### src/logic/fpWbPkg.sv
// FP write-back shared definitions
// Active-list and register sizes, pointer types and the lane payload structs

`default_nettype none

package fpWbPkg;

    localparam int AL_ENTRIES = 16;
    localparam int PHY_REGS   = 32;
    localparam int FP_DATA_W  = 64;

    typedef logic [$clog2(AL_ENTRIES)-1:0] alPtrT;
    typedef logic [$clog2(PHY_REGS)-1:0]   phyRegT;

    // {invalid, divide by zero, overflow, underflow, inexact}
    typedef logic [4:0] fflagsT;

    // One result from an FP execution lane
    typedef struct packed {
        logic                 valid;
        alPtrT                alPtr;
        phyRegT               phyReg;
        logic                 writeReg;
        logic                 dataValid;
        logic [FP_DATA_W-1:0] data;
        fflagsT               fflags;
    } fpResultT;

    // Recovery range runs from head up to but not including tail
    typedef struct packed {
        logic  active;
        logic  flushAll;
        alPtrT head;
        alPtrT tail;
    } flushReqT;

    typedef struct packed {
        logic                 we;
        phyRegT               phyReg;
        logic [FP_DATA_W-1:0] data;
    } regWriteT;

    // success low means the instruction must be replayed
    typedef struct packed {
        logic   write;
        alPtrT  alPtr;
        logic   success;
        fflagsT fflags;
    } completionT;

endpackage

`default_nettype wire

### src/logic/fpResultLatch.sv
// FP result latch
// One pipeline register per lane between execution and write-back.
// Loads whenever the back end is not stalled, holds otherwise.

`timescale 1ns/1ns
`default_nettype none

module fpResultLatch #(
    parameter int ISSUE_WIDTH = 2
) (
    input  logic             ctrl,
    input  logic             rstN,
    input  logic             stall,
    input  fpWbPkg::fpResultT result  [ISSUE_WIDTH],
    output fpWbPkg::fpResultT latched [ISSUE_WIDTH]
);

    logic [ISSUE_WIDTH-1:0] validVec;

    always_ff @(posedge ctrl or negedge rstN) begin
        if (!rstN) begin
            for (int i = 0; i < ISSUE_WIDTH; i++) begin
                latched[i].valid <= 1'b0;
            end
        end else if (!stall) begin
            for (int i = 0; i < ISSUE_WIDTH; i++) begin
                latched[i] <= result[i];
            end
        end
    end

    always_comb begin
        for (int i = 0; i < ISSUE_WIDTH; i++) begin
            validVec[i] = latched[i].valid;
        end
    end

    // A stray X on a valid would propagate into both sinks
    latchedValidKnown: assert property (
        @(posedge ctrl) disable iff (!rstN)
        !$isunknown(validVec)
    ) else $error("latched valid unknown: %b", validVec);

endmodule

`default_nettype wire

### src/logic/fpWritebackLane.sv
// FP write-back lane
// Checks its instruction against the selective flush range, decides whether
// the result updates state, and forms the register write and completion record.

`timescale 1ns/1ns
`default_nettype none

module fpWritebackLane (
    input  fpWbPkg::fpResultT   entry,
    input  fpWbPkg::flushReqT   flushReq,
    input  logic                stall,
    input  logic                clear,
    output fpWbPkg::regWriteT   regWr,
    output fpWbPkg::completionT cmpl
);

    logic inRange;
    logic flushed;
    logic update;

    always_comb begin
        // head == tail is an empty range; flushAll covers the full one
        if (flushReq.head <= flushReq.tail) begin
            inRange = (entry.alPtr >= flushReq.head) && (entry.alPtr < flushReq.tail);
        end else begin
            // Range wraps past the last active-list entry
            inRange = (entry.alPtr >= flushReq.head) || (entry.alPtr < flushReq.tail);
        end
    end

    assign flushed = flushReq.active && (flushReq.flushAll || inRange);
    assign update  = !stall && !clear && entry.valid && !flushed;

    always_comb begin
        regWr.we     = update && entry.writeReg;
        regWr.phyReg = entry.phyReg;
        regWr.data   = entry.data;
    end

    always_comb begin
        cmpl.write   = update;
        cmpl.alPtr   = entry.alPtr;
        // Data not valid yet, so the op goes back for replay
        cmpl.success = entry.dataValid;
        cmpl.fflags  = entry.fflags;
    end

endmodule

`default_nettype wire

### src/logic/fpRegFile.sv
// FP physical register file
// One write port per lane, higher lane wins on a collision, one async read port

`timescale 1ns/1ns
`default_nettype none

module fpRegFile #(
    parameter int ISSUE_WIDTH = 2
) (
    input  logic                               ctrl,
    input  logic                               rstN,
    input  fpWbPkg::regWriteT                  regWr [ISSUE_WIDTH],
    input  fpWbPkg::phyRegT                    rdReg,
    output logic [fpWbPkg::FP_DATA_W-1:0]      rdData
);

    logic [fpWbPkg::FP_DATA_W-1:0] regs [fpWbPkg::PHY_REGS];
    logic                          sameRegWrite;

    always_ff @(posedge ctrl or negedge rstN) begin
        if (!rstN) begin
            for (int r = 0; r < fpWbPkg::PHY_REGS; r++) begin
                regs[r] <= '0;
            end
        end else begin
            // Later iterations override, so the highest lane wins
            for (int i = 0; i < ISSUE_WIDTH; i++) begin
                if (regWr[i].we) begin
                    regs[regWr[i].phyReg] <= regWr[i].data;
                end
            end
        end
    end

    assign rdData = regs[rdReg];

    always_comb begin
        sameRegWrite = 1'b0;
        for (int i = 0; i < ISSUE_WIDTH; i++) begin
            for (int j = i + 1; j < ISSUE_WIDTH; j++) begin
                if (regWr[i].we && regWr[j].we && (regWr[i].phyReg == regWr[j].phyReg)) begin
                    sameRegWrite = 1'b1;
                end
            end
        end
    end

    // Rename never maps one physical register to two live ops
    noDualRegWrite: assert property (
        @(posedge ctrl) disable iff (!rstN)
        !sameRegWrite
    ) else $error("two lanes write the same physical register");

endmodule

`default_nettype wire

### src/logic/fpCompletionTable.sv
// FP completion table
// Allocated and done bits per active-list entry plus the sticky
// accumulated exception flags of all successful completions

`timescale 1ns/1ns
`default_nettype none

module fpCompletionTable #(
    parameter int ISSUE_WIDTH = 2
) (
    input  logic                ctrl,
    input  logic                rstN,
    input  logic                allocValid,
    input  fpWbPkg::alPtrT      allocPtr,
    input  fpWbPkg::completionT cmpl [ISSUE_WIDTH],
    input  fpWbPkg::alPtrT      qPtr,
    output logic                qDone,
    output logic                qAlloc,
    output fpWbPkg::fflagsT     fflagsAcc
);

    logic [fpWbPkg::AL_ENTRIES-1:0] allocated;
    logic [fpWbPkg::AL_ENTRIES-1:0] done;
    fpWbPkg::fflagsT                newFlags;
    logic                           strayWrite;

    always_comb begin
        newFlags   = '0;
        strayWrite = 1'b0;
        for (int i = 0; i < ISSUE_WIDTH; i++) begin
            if (cmpl[i].write && cmpl[i].success) begin
                newFlags = newFlags | cmpl[i].fflags;
            end
            if (cmpl[i].write && !allocated[cmpl[i].alPtr]) begin
                strayWrite = 1'b1;
            end
        end
    end

    always_ff @(posedge ctrl or negedge rstN) begin
        if (!rstN) begin
            allocated <= '0;
            done      <= '0;
            fflagsAcc <= '0;
        end else begin
            // Failed completion leaves the entry not done for replay
            for (int i = 0; i < ISSUE_WIDTH; i++) begin
                if (cmpl[i].write) begin
                    done[cmpl[i].alPtr] <= cmpl[i].success;
                end
            end
            // Allocation last so it overrides a same-entry completion
            if (allocValid) begin
                allocated[allocPtr] <= 1'b1;
                done[allocPtr]      <= 1'b0;
            end
            fflagsAcc <= fflagsAcc | newFlags;
        end
    end

    assign qDone  = done[qPtr];
    assign qAlloc = allocated[qPtr];

    // Completion for an entry never handed out by rename
    cmplTargetsAllocated: assert property (
        @(posedge ctrl) disable iff (!rstN)
        !strayWrite
    ) else $error("completion write to an unallocated active-list entry");

endmodule

`default_nettype wire

### src/logic/fpWritebackTop.sv
// FP write-back stage top
// Result latch feeding one write-back lane per issue slot,
// draining into the register file and the completion table

`timescale 1ns/1ns
`default_nettype none

module fpWritebackTop #(
    parameter int ISSUE_WIDTH = 2
) (
    input  logic                          ctrl,
    input  logic                          rstN,
    input  logic                          stall,
    input  logic                          clear,
    input  fpWbPkg::flushReqT             flushReq,
    input  fpWbPkg::fpResultT             result [ISSUE_WIDTH],
    input  logic                          allocValid,
    input  fpWbPkg::alPtrT                allocPtr,
    input  fpWbPkg::phyRegT               rdReg,
    output logic [fpWbPkg::FP_DATA_W-1:0] rdData,
    input  fpWbPkg::alPtrT                qPtr,
    output logic                          qDone,
    output logic                          qAlloc,
    output fpWbPkg::fflagsT               fflagsAcc
);

    fpWbPkg::fpResultT   latched [ISSUE_WIDTH];
    fpWbPkg::regWriteT   regWr   [ISSUE_WIDTH];
    fpWbPkg::completionT cmpl    [ISSUE_WIDTH];

    fpResultLatch #(
        .ISSUE_WIDTH(ISSUE_WIDTH)
    ) fpResultLatch_i (
        .ctrl    (ctrl),
        .rstN    (rstN),
        .stall   (stall),
        .result  (result),
        .latched (latched)
    );

    // One lane per issue slot
    for (genvar i = 0; i < ISSUE_WIDTH; i++) begin : genLane
        fpWritebackLane fpWritebackLane_i (
            .entry    (latched[i]),
            .flushReq (flushReq),
            .stall    (stall),
            .clear    (clear),
            .regWr    (regWr[i]),
            .cmpl     (cmpl[i])
        );
    end

    fpRegFile #(
        .ISSUE_WIDTH(ISSUE_WIDTH)
    ) fpRegFile_i (
        .ctrl   (ctrl),
        .rstN   (rstN),
        .regWr  (regWr),
        .rdReg  (rdReg),
        .rdData (rdData)
    );

    fpCompletionTable #(
        .ISSUE_WIDTH(ISSUE_WIDTH)
    ) fpCompletionTable_i (
        .ctrl       (ctrl),
        .rstN       (rstN),
        .allocValid (allocValid),
        .allocPtr   (allocPtr),
        .cmpl       (cmpl),
        .qPtr       (qPtr),
        .qDone      (qDone),
        .qAlloc     (qAlloc),
        .fflagsAcc  (fflagsAcc)
    );

endmodule

`default_nettype wire

### config.mk
export PLATFORM = sky130hd
export DESIGN_NAME = fpWritebackTop
export DESIGN_NICKNAME = d
export VERILOG_FILES = /design/src/logic/fpWbPkg.sv /design/src/logic/fpResultLatch.sv /design/src/logic/fpWritebackLane.sv /design/src/logic/fpRegFile.sv /design/src/logic/fpCompletionTable.sv /design/src/logic/fpWritebackTop.sv
export SDC_FILE = /design/constraint.sdc
export NUM_CORES = 2
export LEC_CHECK = 0
export BUFFER_PORTS_ARGS = -buffer_cell sky130_fd_sc_hd__buf_2
export CAP_MARGIN = 20
export CORE_MARGIN = 4
export CORE_UTILIZATION = 30
export DETAILED_ROUTE_END_ITERATION = 12
export SLEW_MARGIN = 20
export SYNTH_ARGS = -nofsm -noshare
export SYNTH_HDL_FRONTEND = slang
export SYNTH_SLANG_ARGS = --single-unit
### constraint.sdc
create_clock -name ctrl -period 3.9 [get_ports ctrl]
set_clock_uncertainty 0.15 [all_clocks]
set_input_delay 0.585 -clock ctrl [delete_from_list [all_inputs] [get_ports ctrl]]
set_output_delay 0.585 -clock ctrl [all_outputs]
set_load 0.02 [all_outputs]
Yosys cells after proc, flatten, opt, wreduce, memory -nomap -nowiden:

Index checks and enable logic that the tools add are counted.

* register bits after elaboration: 2247
* output and inout bits: 71

* $lt $le $gt $ge: 17
* multiplexer cells: 30
* bitwise logic cells: 9
* reductions and logical operators: 27

Operators by type and width (number)
* bitwise mux 2048 bit: 2
* 2-to-1 mux 2048 bit: 2
* demux 64 bit (select 5 bit): 2
* binary-select mux 64 bit (select 5 bit): 1
* 2-to-1 mux 64 bit: 4
* 2-to-1 mux 16 bit: 3
* bitwise mux 16 bit: 2
* less-than comparator 4 x 5 -> 1 bit (second input constant): 4
* greater-or-equal comparator 6 bit (second input constant): 3
* logical AND 1 bit: 18
* NOT 5 -> 6 bit: 3
* AND 16 bit: 1
* NOT 16 bit: 1
* bitwise OR 16 bit: 1
* demux 1 bit (select 4 bit): 3
* greater-or-equal comparator 4 x 1 -> 1 bit (second input constant): 3
* less-than comparator 6 x 1 -> 1 bit (second input constant): 2
* 2-to-1 mux 5 bit: 2
* bitwise OR 5 bit: 2
* binary-select mux 1 bit (select 4 bit): 2
* greater-or-equal comparator 4 bit: 2
* less-than comparator 4 bit: 2
* 2-to-1 mux 1 bit: 7
* <= comparator 4 bit: 1
* other kinds (4): 10

Longest topological paths before layout:

* depth in word-level cells: 12
* gate-level depth with buffers: 13
* depth with buffers taken out: 9

Cells and area by module:

Synthesis repeated with hierarchy kept, for this count alone.

* cell total of the unflattened synthesis: 11451
* area, all modules: 121182.5 µm²

By module, submodules not included
* fpRegFile: times used 1, cells each 10845, area each 112354.0 µm², seq. area each 51249.2 µm²
* fpResultLatch: times used 1, cells each 165, area each 4885.9 µm², seq. area each 4854.7 µm²
* fpCompletionTable: times used 1, cells each 197, area each 2065.7 µm², seq. area each 925.9 µm²
* fpWritebackLane: times used 2, cells each 122, area each 938.4 µm², seq. area each 0.0 µm²

Worst setup path before layout:

OpenSTA, ideal clock, no wires.

* path type: input port to flip-flop
* start point: input port stall
* end point: register, netlist name fpResultLatch_i.latched[0]
* setup time: 701 ps
* data arrival time: 7822 ps
* data required time: 3049 ps
* slack: -4773 ps
* stages: 2
* path through: buf_2 nor2b_1

* longest elaborated chain between the ends: 2

Ends and longest elaborated chain
* start, declared: RTL line fpWritebackTop.sv:13 `input logic stall,`
* NOT 1 bit (no line)
* AND reduction 2 bit (no line)

No other way between the ends.
A chain may end at the register's enable or synchronous reset.

Final worst setup path:

* start point: register, netlist name fpResultLatch_i.latched[157]
* end point: register fpRegFile_i.regs[729] (netlist bit)

* longest elaborated chain between the ends: 11
* elaborated cells between the ends (all ways): 13
* those cells by class: order compare (2); mux (4); reduce/logical (7)

Ends and longest elaborated chain
* greater-or-equal comparator 4 bit / less-than comparator 4 bit (equally long branches): RTL line fpWritebackLane.sv:24, fpWritebackLane.sv:27
* logical OR 1 bit / logical AND 1 bit (equally long branches): RTL line fpWritebackLane.sv:27, fpWritebackLane.sv:24
* 2-to-1 mux 1 bit *: RTL line fpWritebackLane.sv:23 `if (flushReq.head <= flushReq.tail) begin`
* logical OR 1 bit *: RTL line fpWritebackLane.sv:31 `assign flushed = flushReq.active && (flushReq.flushAll || inRange);`
* logical AND 1 bit *: RTL line fpWritebackLane.sv:31
* zero test 1 bit *: RTL line fpWritebackLane.sv:32 `assign update = !stall && !clear && entry.valid && !flushed;`
* logical AND 1 bit *: RTL line fpWritebackLane.sv:32
* logical AND 1 bit *: RTL line fpWritebackLane.sv:35 `regWr.we = update && entry.writeReg;`
* 2-to-1 mux 2048 bit *: RTL line fpRegFile.sv:28 `if (regWr[i].we) begin`
* bitwise mux 2048 bit: RTL line fpRegFile.sv:29 `regs[regWr[i].phyReg] <= regWr[i].data;`
* 2-to-1 mux 2048 bit *: RTL line fpRegFile.sv:28
* end signal, assigned by index: RTL line fpRegFile.sv:29
* end, declared: RTL line fpRegFile.sv:17 `logic [fpWbPkg::FP_DATA_W-1:0] regs [fpWbPkg::PHY_REGS];`

Mark *: on every way between the ends. The rest lies on a longest branch, timed or not.

==> flow_metrics.py <==
metrics = {
    "sta": {
        "setup_viol": 0,
        "timing.hold.ws_ns": 0.0374,
        "finalHoldViolations": 0,
        "fmax_mhz": 262,
        "layout_worst_path_cycle_share_pct": 97.8,
        "worst-slew-pin-transition_ns": 1.15,
        "relSlewSlack_pct": 23.2,
        "grt_setup_unrepaired": "no",
        "fin_crit_ns": 3.81,
        "timing.final.max_slew_violations": 0,
        "final.setup.worst_slack_ns": 0.0866,
        "fin_tns_setup_ns": 0,
    },
    "clock_tree": {
        "clock_sinks": 2247,
        "ctsRootBufferMaster": "clkbuf_16",
        "cts_tree": "yes",
        "path_clk_slew_ns": 0.06,
        "clock_tree.htree_level_count": 4,
        "clkLatencyLatePin_ns": 0.95,
        "clock_path_buffers": 4,
        "cts_made_buffers": 249,
    },
    "setup_path": {
        "crit_path_cell_trace": "inv_1 > ha_1 > nand2b_1 > a2111o_1 > buf_4 > o211ai_2 > buf_4 > a311o_2 > buf_4 > nand3_4 > buf_12 > a221oi_1 > nor2_1",
        "worst_path_dominant_cell_family": "compound AO/OA/AOI/OAI gates",
        "reg2reg_depth": 13,
        "r2r_end": "fpRegFile_i.regs[729]",
        "timing.critical_path.fanout_max": 64,
        "crit_arrival_ns": 4.47,
        "max_stage_delay_ns": 0.48,
        "critical-path-slowest-cell": "edfxtp_1",
        "critical_path_depth": 13,
        "critPathKind": "reg -> reg",
        "setup.worst_path.start_class": "flip-flop",
        "critPathMostFrequentCell": "buf_4",
        "timing.critical_path.required_ns": 4.55,
        "crit_path_end_kind": "flip-flop",
        "critical_path.endpoint": "fpRegFile_i.regs[729]",
        "reg2reg_slack_ns": 0.09,
        "cp.buffers_inverters": 5,
        "setup.worst_path.start": "fpResultLatch_i.latched[157]",
        "regToRegStartpoint": "fpResultLatch_i.latched[157]",
    },
    "yosys": {
        "synth-edff-count": 160,
        "postSynthNetCount": 11400,
        "yosys.area_share.adder_pct": 0.196,
        "largest_family_of_logic_cells_by_synthesized_area": "compound AO/OA/AOI/OAI gates",
        "yosysWarningCount": 0,
        "synth.ff_latch_count": 2247,
        "synth_compound_area_share_pct": 19.9,
        "synth.cell_area_um2": 115000,
        "yosys-mux-area-fraction_pct": 13.4,
        "synth_xor_xnor_area_share_pct": 0,
        "async_reset_ff_share_pct": 92.9,
        "synth_cell_type_count": 63,
        "synthesis.area_per_instance_um2": 10.3,
        "synth_top_flop_cell": "dfrtp_1",
        "synth_simple_gate_area_share_pct": 12.5,
        "synth_cells": 11200,
        "seq_area_frac_synth_pct": 49.5,
    },
    "global_route": {
        "grt_pass1_vias": 102000,
        "grt_start_max_net_pins": 161,
        "grt_antenna_before_repair": 36,
        "grt_overflow_total": 0,
        "global_route_wire_length_before_repair_mm": 777,
        "grt_util_all_layers_pct": 27.0,
    },
    "cells_and_area": {
        "synthToLayoutAreaGrowth_pct": 18.7,
        "layout.nets": 11400,
        "finish.instance_area_um2": 137000,
        "final_common_cell": "nor2_1",
        "layout-drive-gt1-share_pct": 18.1,
        "post_layout_nonfiller_instances": 16500,
        "final.fill_count": 37900,
        "layout.cells.most_common_list": "nor2_1, dfrtp_1, a221oi_1",
    },
    "power": {
        "vdd_ir_drop_max_uv": 421,
        "switching_power_uw": 18700,
        "pwr-share-seq_pct": 45.2,
        "power_frac_comb_pct": 18.3,
        "power_per_cell_area_nw_per_um2": 481,
        "clockPowerShare_pct": 36.5,
        "switching_share_pct": 28.4,
        "intPower_uw": 47100,
        "total_leakage_power_uw": 0.0571,
    },
    "die": {
        "floorplan.die.width_um": 628,
        "floorplan.io_pins": 261,
        "std_cell_rows": 227,
        "coreArea_um2": 382000,
        "die_area_um2": 394000,
        "floorplan.initialDensity_pct": 30.1,
        "fp.dieH_um": 628,
    },
    "routing": {
        "drcViolationCount": 0,
        "avgViaCountPerCell": 6.41,
        "dr.pass1.iters": 9,
        "detail_route.wirelength_mm": 548,
        "drt_first_iter_violations": 17100,
        "final_antenna_net_count": 0,
        "via_total_after_detailed_routing": 106000,
        "routed_wl_per_cell_um": 33.3,
    },
    "placement": {
        "post-dp-hpwl_mm": 318,
        "io_buffers": 260,
        "gpl.final_weighted_congestion": 0.884,
        "pre_cts_slack_ns": -0.355,
        "placed_cells_incl_taps": 15800,
        "placed_cell_area_um2": 127000,
    },
    "outcome": {
        "run_status": "finished clean",
    },
    "job": {
        "cap_violations": 0,
    },
    "hold_path": {
        "timing.hold.worst.class": "in -> reg",
        "min_path_cells": 4,
    },
}
-- layer usage --
metal / vias to the layer above / wire, µm / track usage (%)
li1: 41700 / - / -
met4: 24 / 44500 / 18.1
met2: 8825 / 235000 / 39.5
met5: - / 155 / 0.0988
met1: 52700 / 194000 / 33.8
met3: 2259 / 74300 / 8.97
-- tightest hold or removal path, stage by stage --
cell,delay (ns)
buf_2,0.10
nand3_1,0.15
nor2_1,0.18
a211oi_1,0.06
-- power by group through the flow --
stage | registers [µW] | clock network (µW) | logic (µW)
after floorplan | 29100 | 0 | 8300
after global placement | 30000 | 0 | 11500
after detailed placement | 30000 | 0 | 11800
after CTS | 29600 | 24100 | 12000
after global routing | 30100 | 25000 | 13000
final | 29700 | 24000 | 12100
-- synthesized netlist by cell type (3+ instances only) --
library cell / number / share of area (%)
edfxtp_1: 160 / 4.2
o21ai_0: 15 / 0.065
or2_2: 19 / 0.10
nand3b_1: 5 / 0.033
a21oi_1: 1010 / 4.4
a211oi_2: 9 / 0.098
clkbuf_1: 896 / 2.9
o21ai_1: 6 / 0.026
o211a_1: 5 / 0.043
nand2b_1: 14 / 0.076
nor4_1: 4 / 0.022
o31a_1: 4 / 0.030
nor3b_2: 3 / 0.033
buf_2: 277 / 1.2
nor2b_1: 7 / 0.038
a311oi_1: 3 / 0.023
nand3_1: 41 / 0.18
nor3_1: 83 / 0.36
dfrtp_1: 2087 / 45
o21a_1: 8 / 0.052
nand3_2: 4 / 0.035
mux2_2: 66 / 0.65
or3_1: 5 / 0.027
a221oi_1: 1065 / 8.1
a21o_1: 5 / 0.033
a211o_1: 4 / 0.030
and3_1: 7 / 0.038
a32oi_1: 6 / 0.046
mux4_2: 650 / 13
a22oi_1: 993 / 6.5
o211ai_1: 20 / 0.13
ha_1: 18 / 0.20
o21bai_1: 3 / 0.020
nand2_1: 102 / 0.33
and2_1: 12 / 0.065
inv_1: 11 / 0.036
buf_1: 93 / 0.30
a211oi_1: 10 / 0.065
nor2_1: 3418 / 11
a211oi_4: 4 / 0.070
a31o_2: 6 / 0.046
nor3b_1: 4 / 0.026
a2111oi_0: 3 / 0.023
-- flip-flops by register name, indices dropped and copies added (netlist names) --
name	cells
fpRegFile_i.regs	2048
fpCompletionTable_i.done	16
fpResultLatch_i.latched	162
fpCompletionTable_i.allocated	16
fpCompletionTable_i.fflagsAcc	5
-- stage by stage --
stage / util, % / power [µW]
2_1_floorplan: - / 37400
3_3_place_gp: 33.1 / 41400
3_5_place_dp: 33.1 / 41800
4_1_cts: 35.7 / 65700
5_1_grt: 35.7 / 68100
6_report: 35.8 / 65800
-- worst min path at each step --
stage | slack, ns | endpoint | start
floorplan | 0.14 | fpCompletionTable_i.allocated[0] | rstN
global placement | 0.29 | fpCompletionTable_i.fflagsAcc[0] | fpResultLatch_i.latched[81]
detailed placement | 0.30 | fpCompletionTable_i.allocated[8] | fpCompletionTable_i.allocated[8]
CTS | 0.007 | fpCompletionTable_i.done[15] | allocPtr[3]
global route | 0.08 | fpRegFile_i.regs[1535] | rstN
finish | 0.04 | fpCompletionTable_i.done[15] | allocPtr[3]
-- cell type report --
class,count,area [µm²],share of cell area (%)
antenna,37,92.6,0.0677
tap,5038,6300,4.61
clock buffer,373,7390,5.40
inverter,11,41.3,0.0302
sequential,2247,57000,41.7
clock inverter,72,634,0.464
timing repair buffer,1022,11400,8.33
multi-input combinational,7661,53800,39.4
-- logic make-up after synthesis --
group           count (synthesis)
flops                        2247
compound gates               3193
simple gates                 3733
fa+ha+maj                      18
buf+inv                      1281
mux                           716
-- repair_timing --
item / CTS / global route
resized for setup: 1 / 3
cloned: 1 / 0
endpoints found under the hold margin: 678 / 0
buffers inserted: 1 / 2
hold buffers: 170 / 0
pin swaps: 1 / 1
endpoints found under the setup margin: 26 / 65
Note: power is estimated with default switching activity, not from simulation.
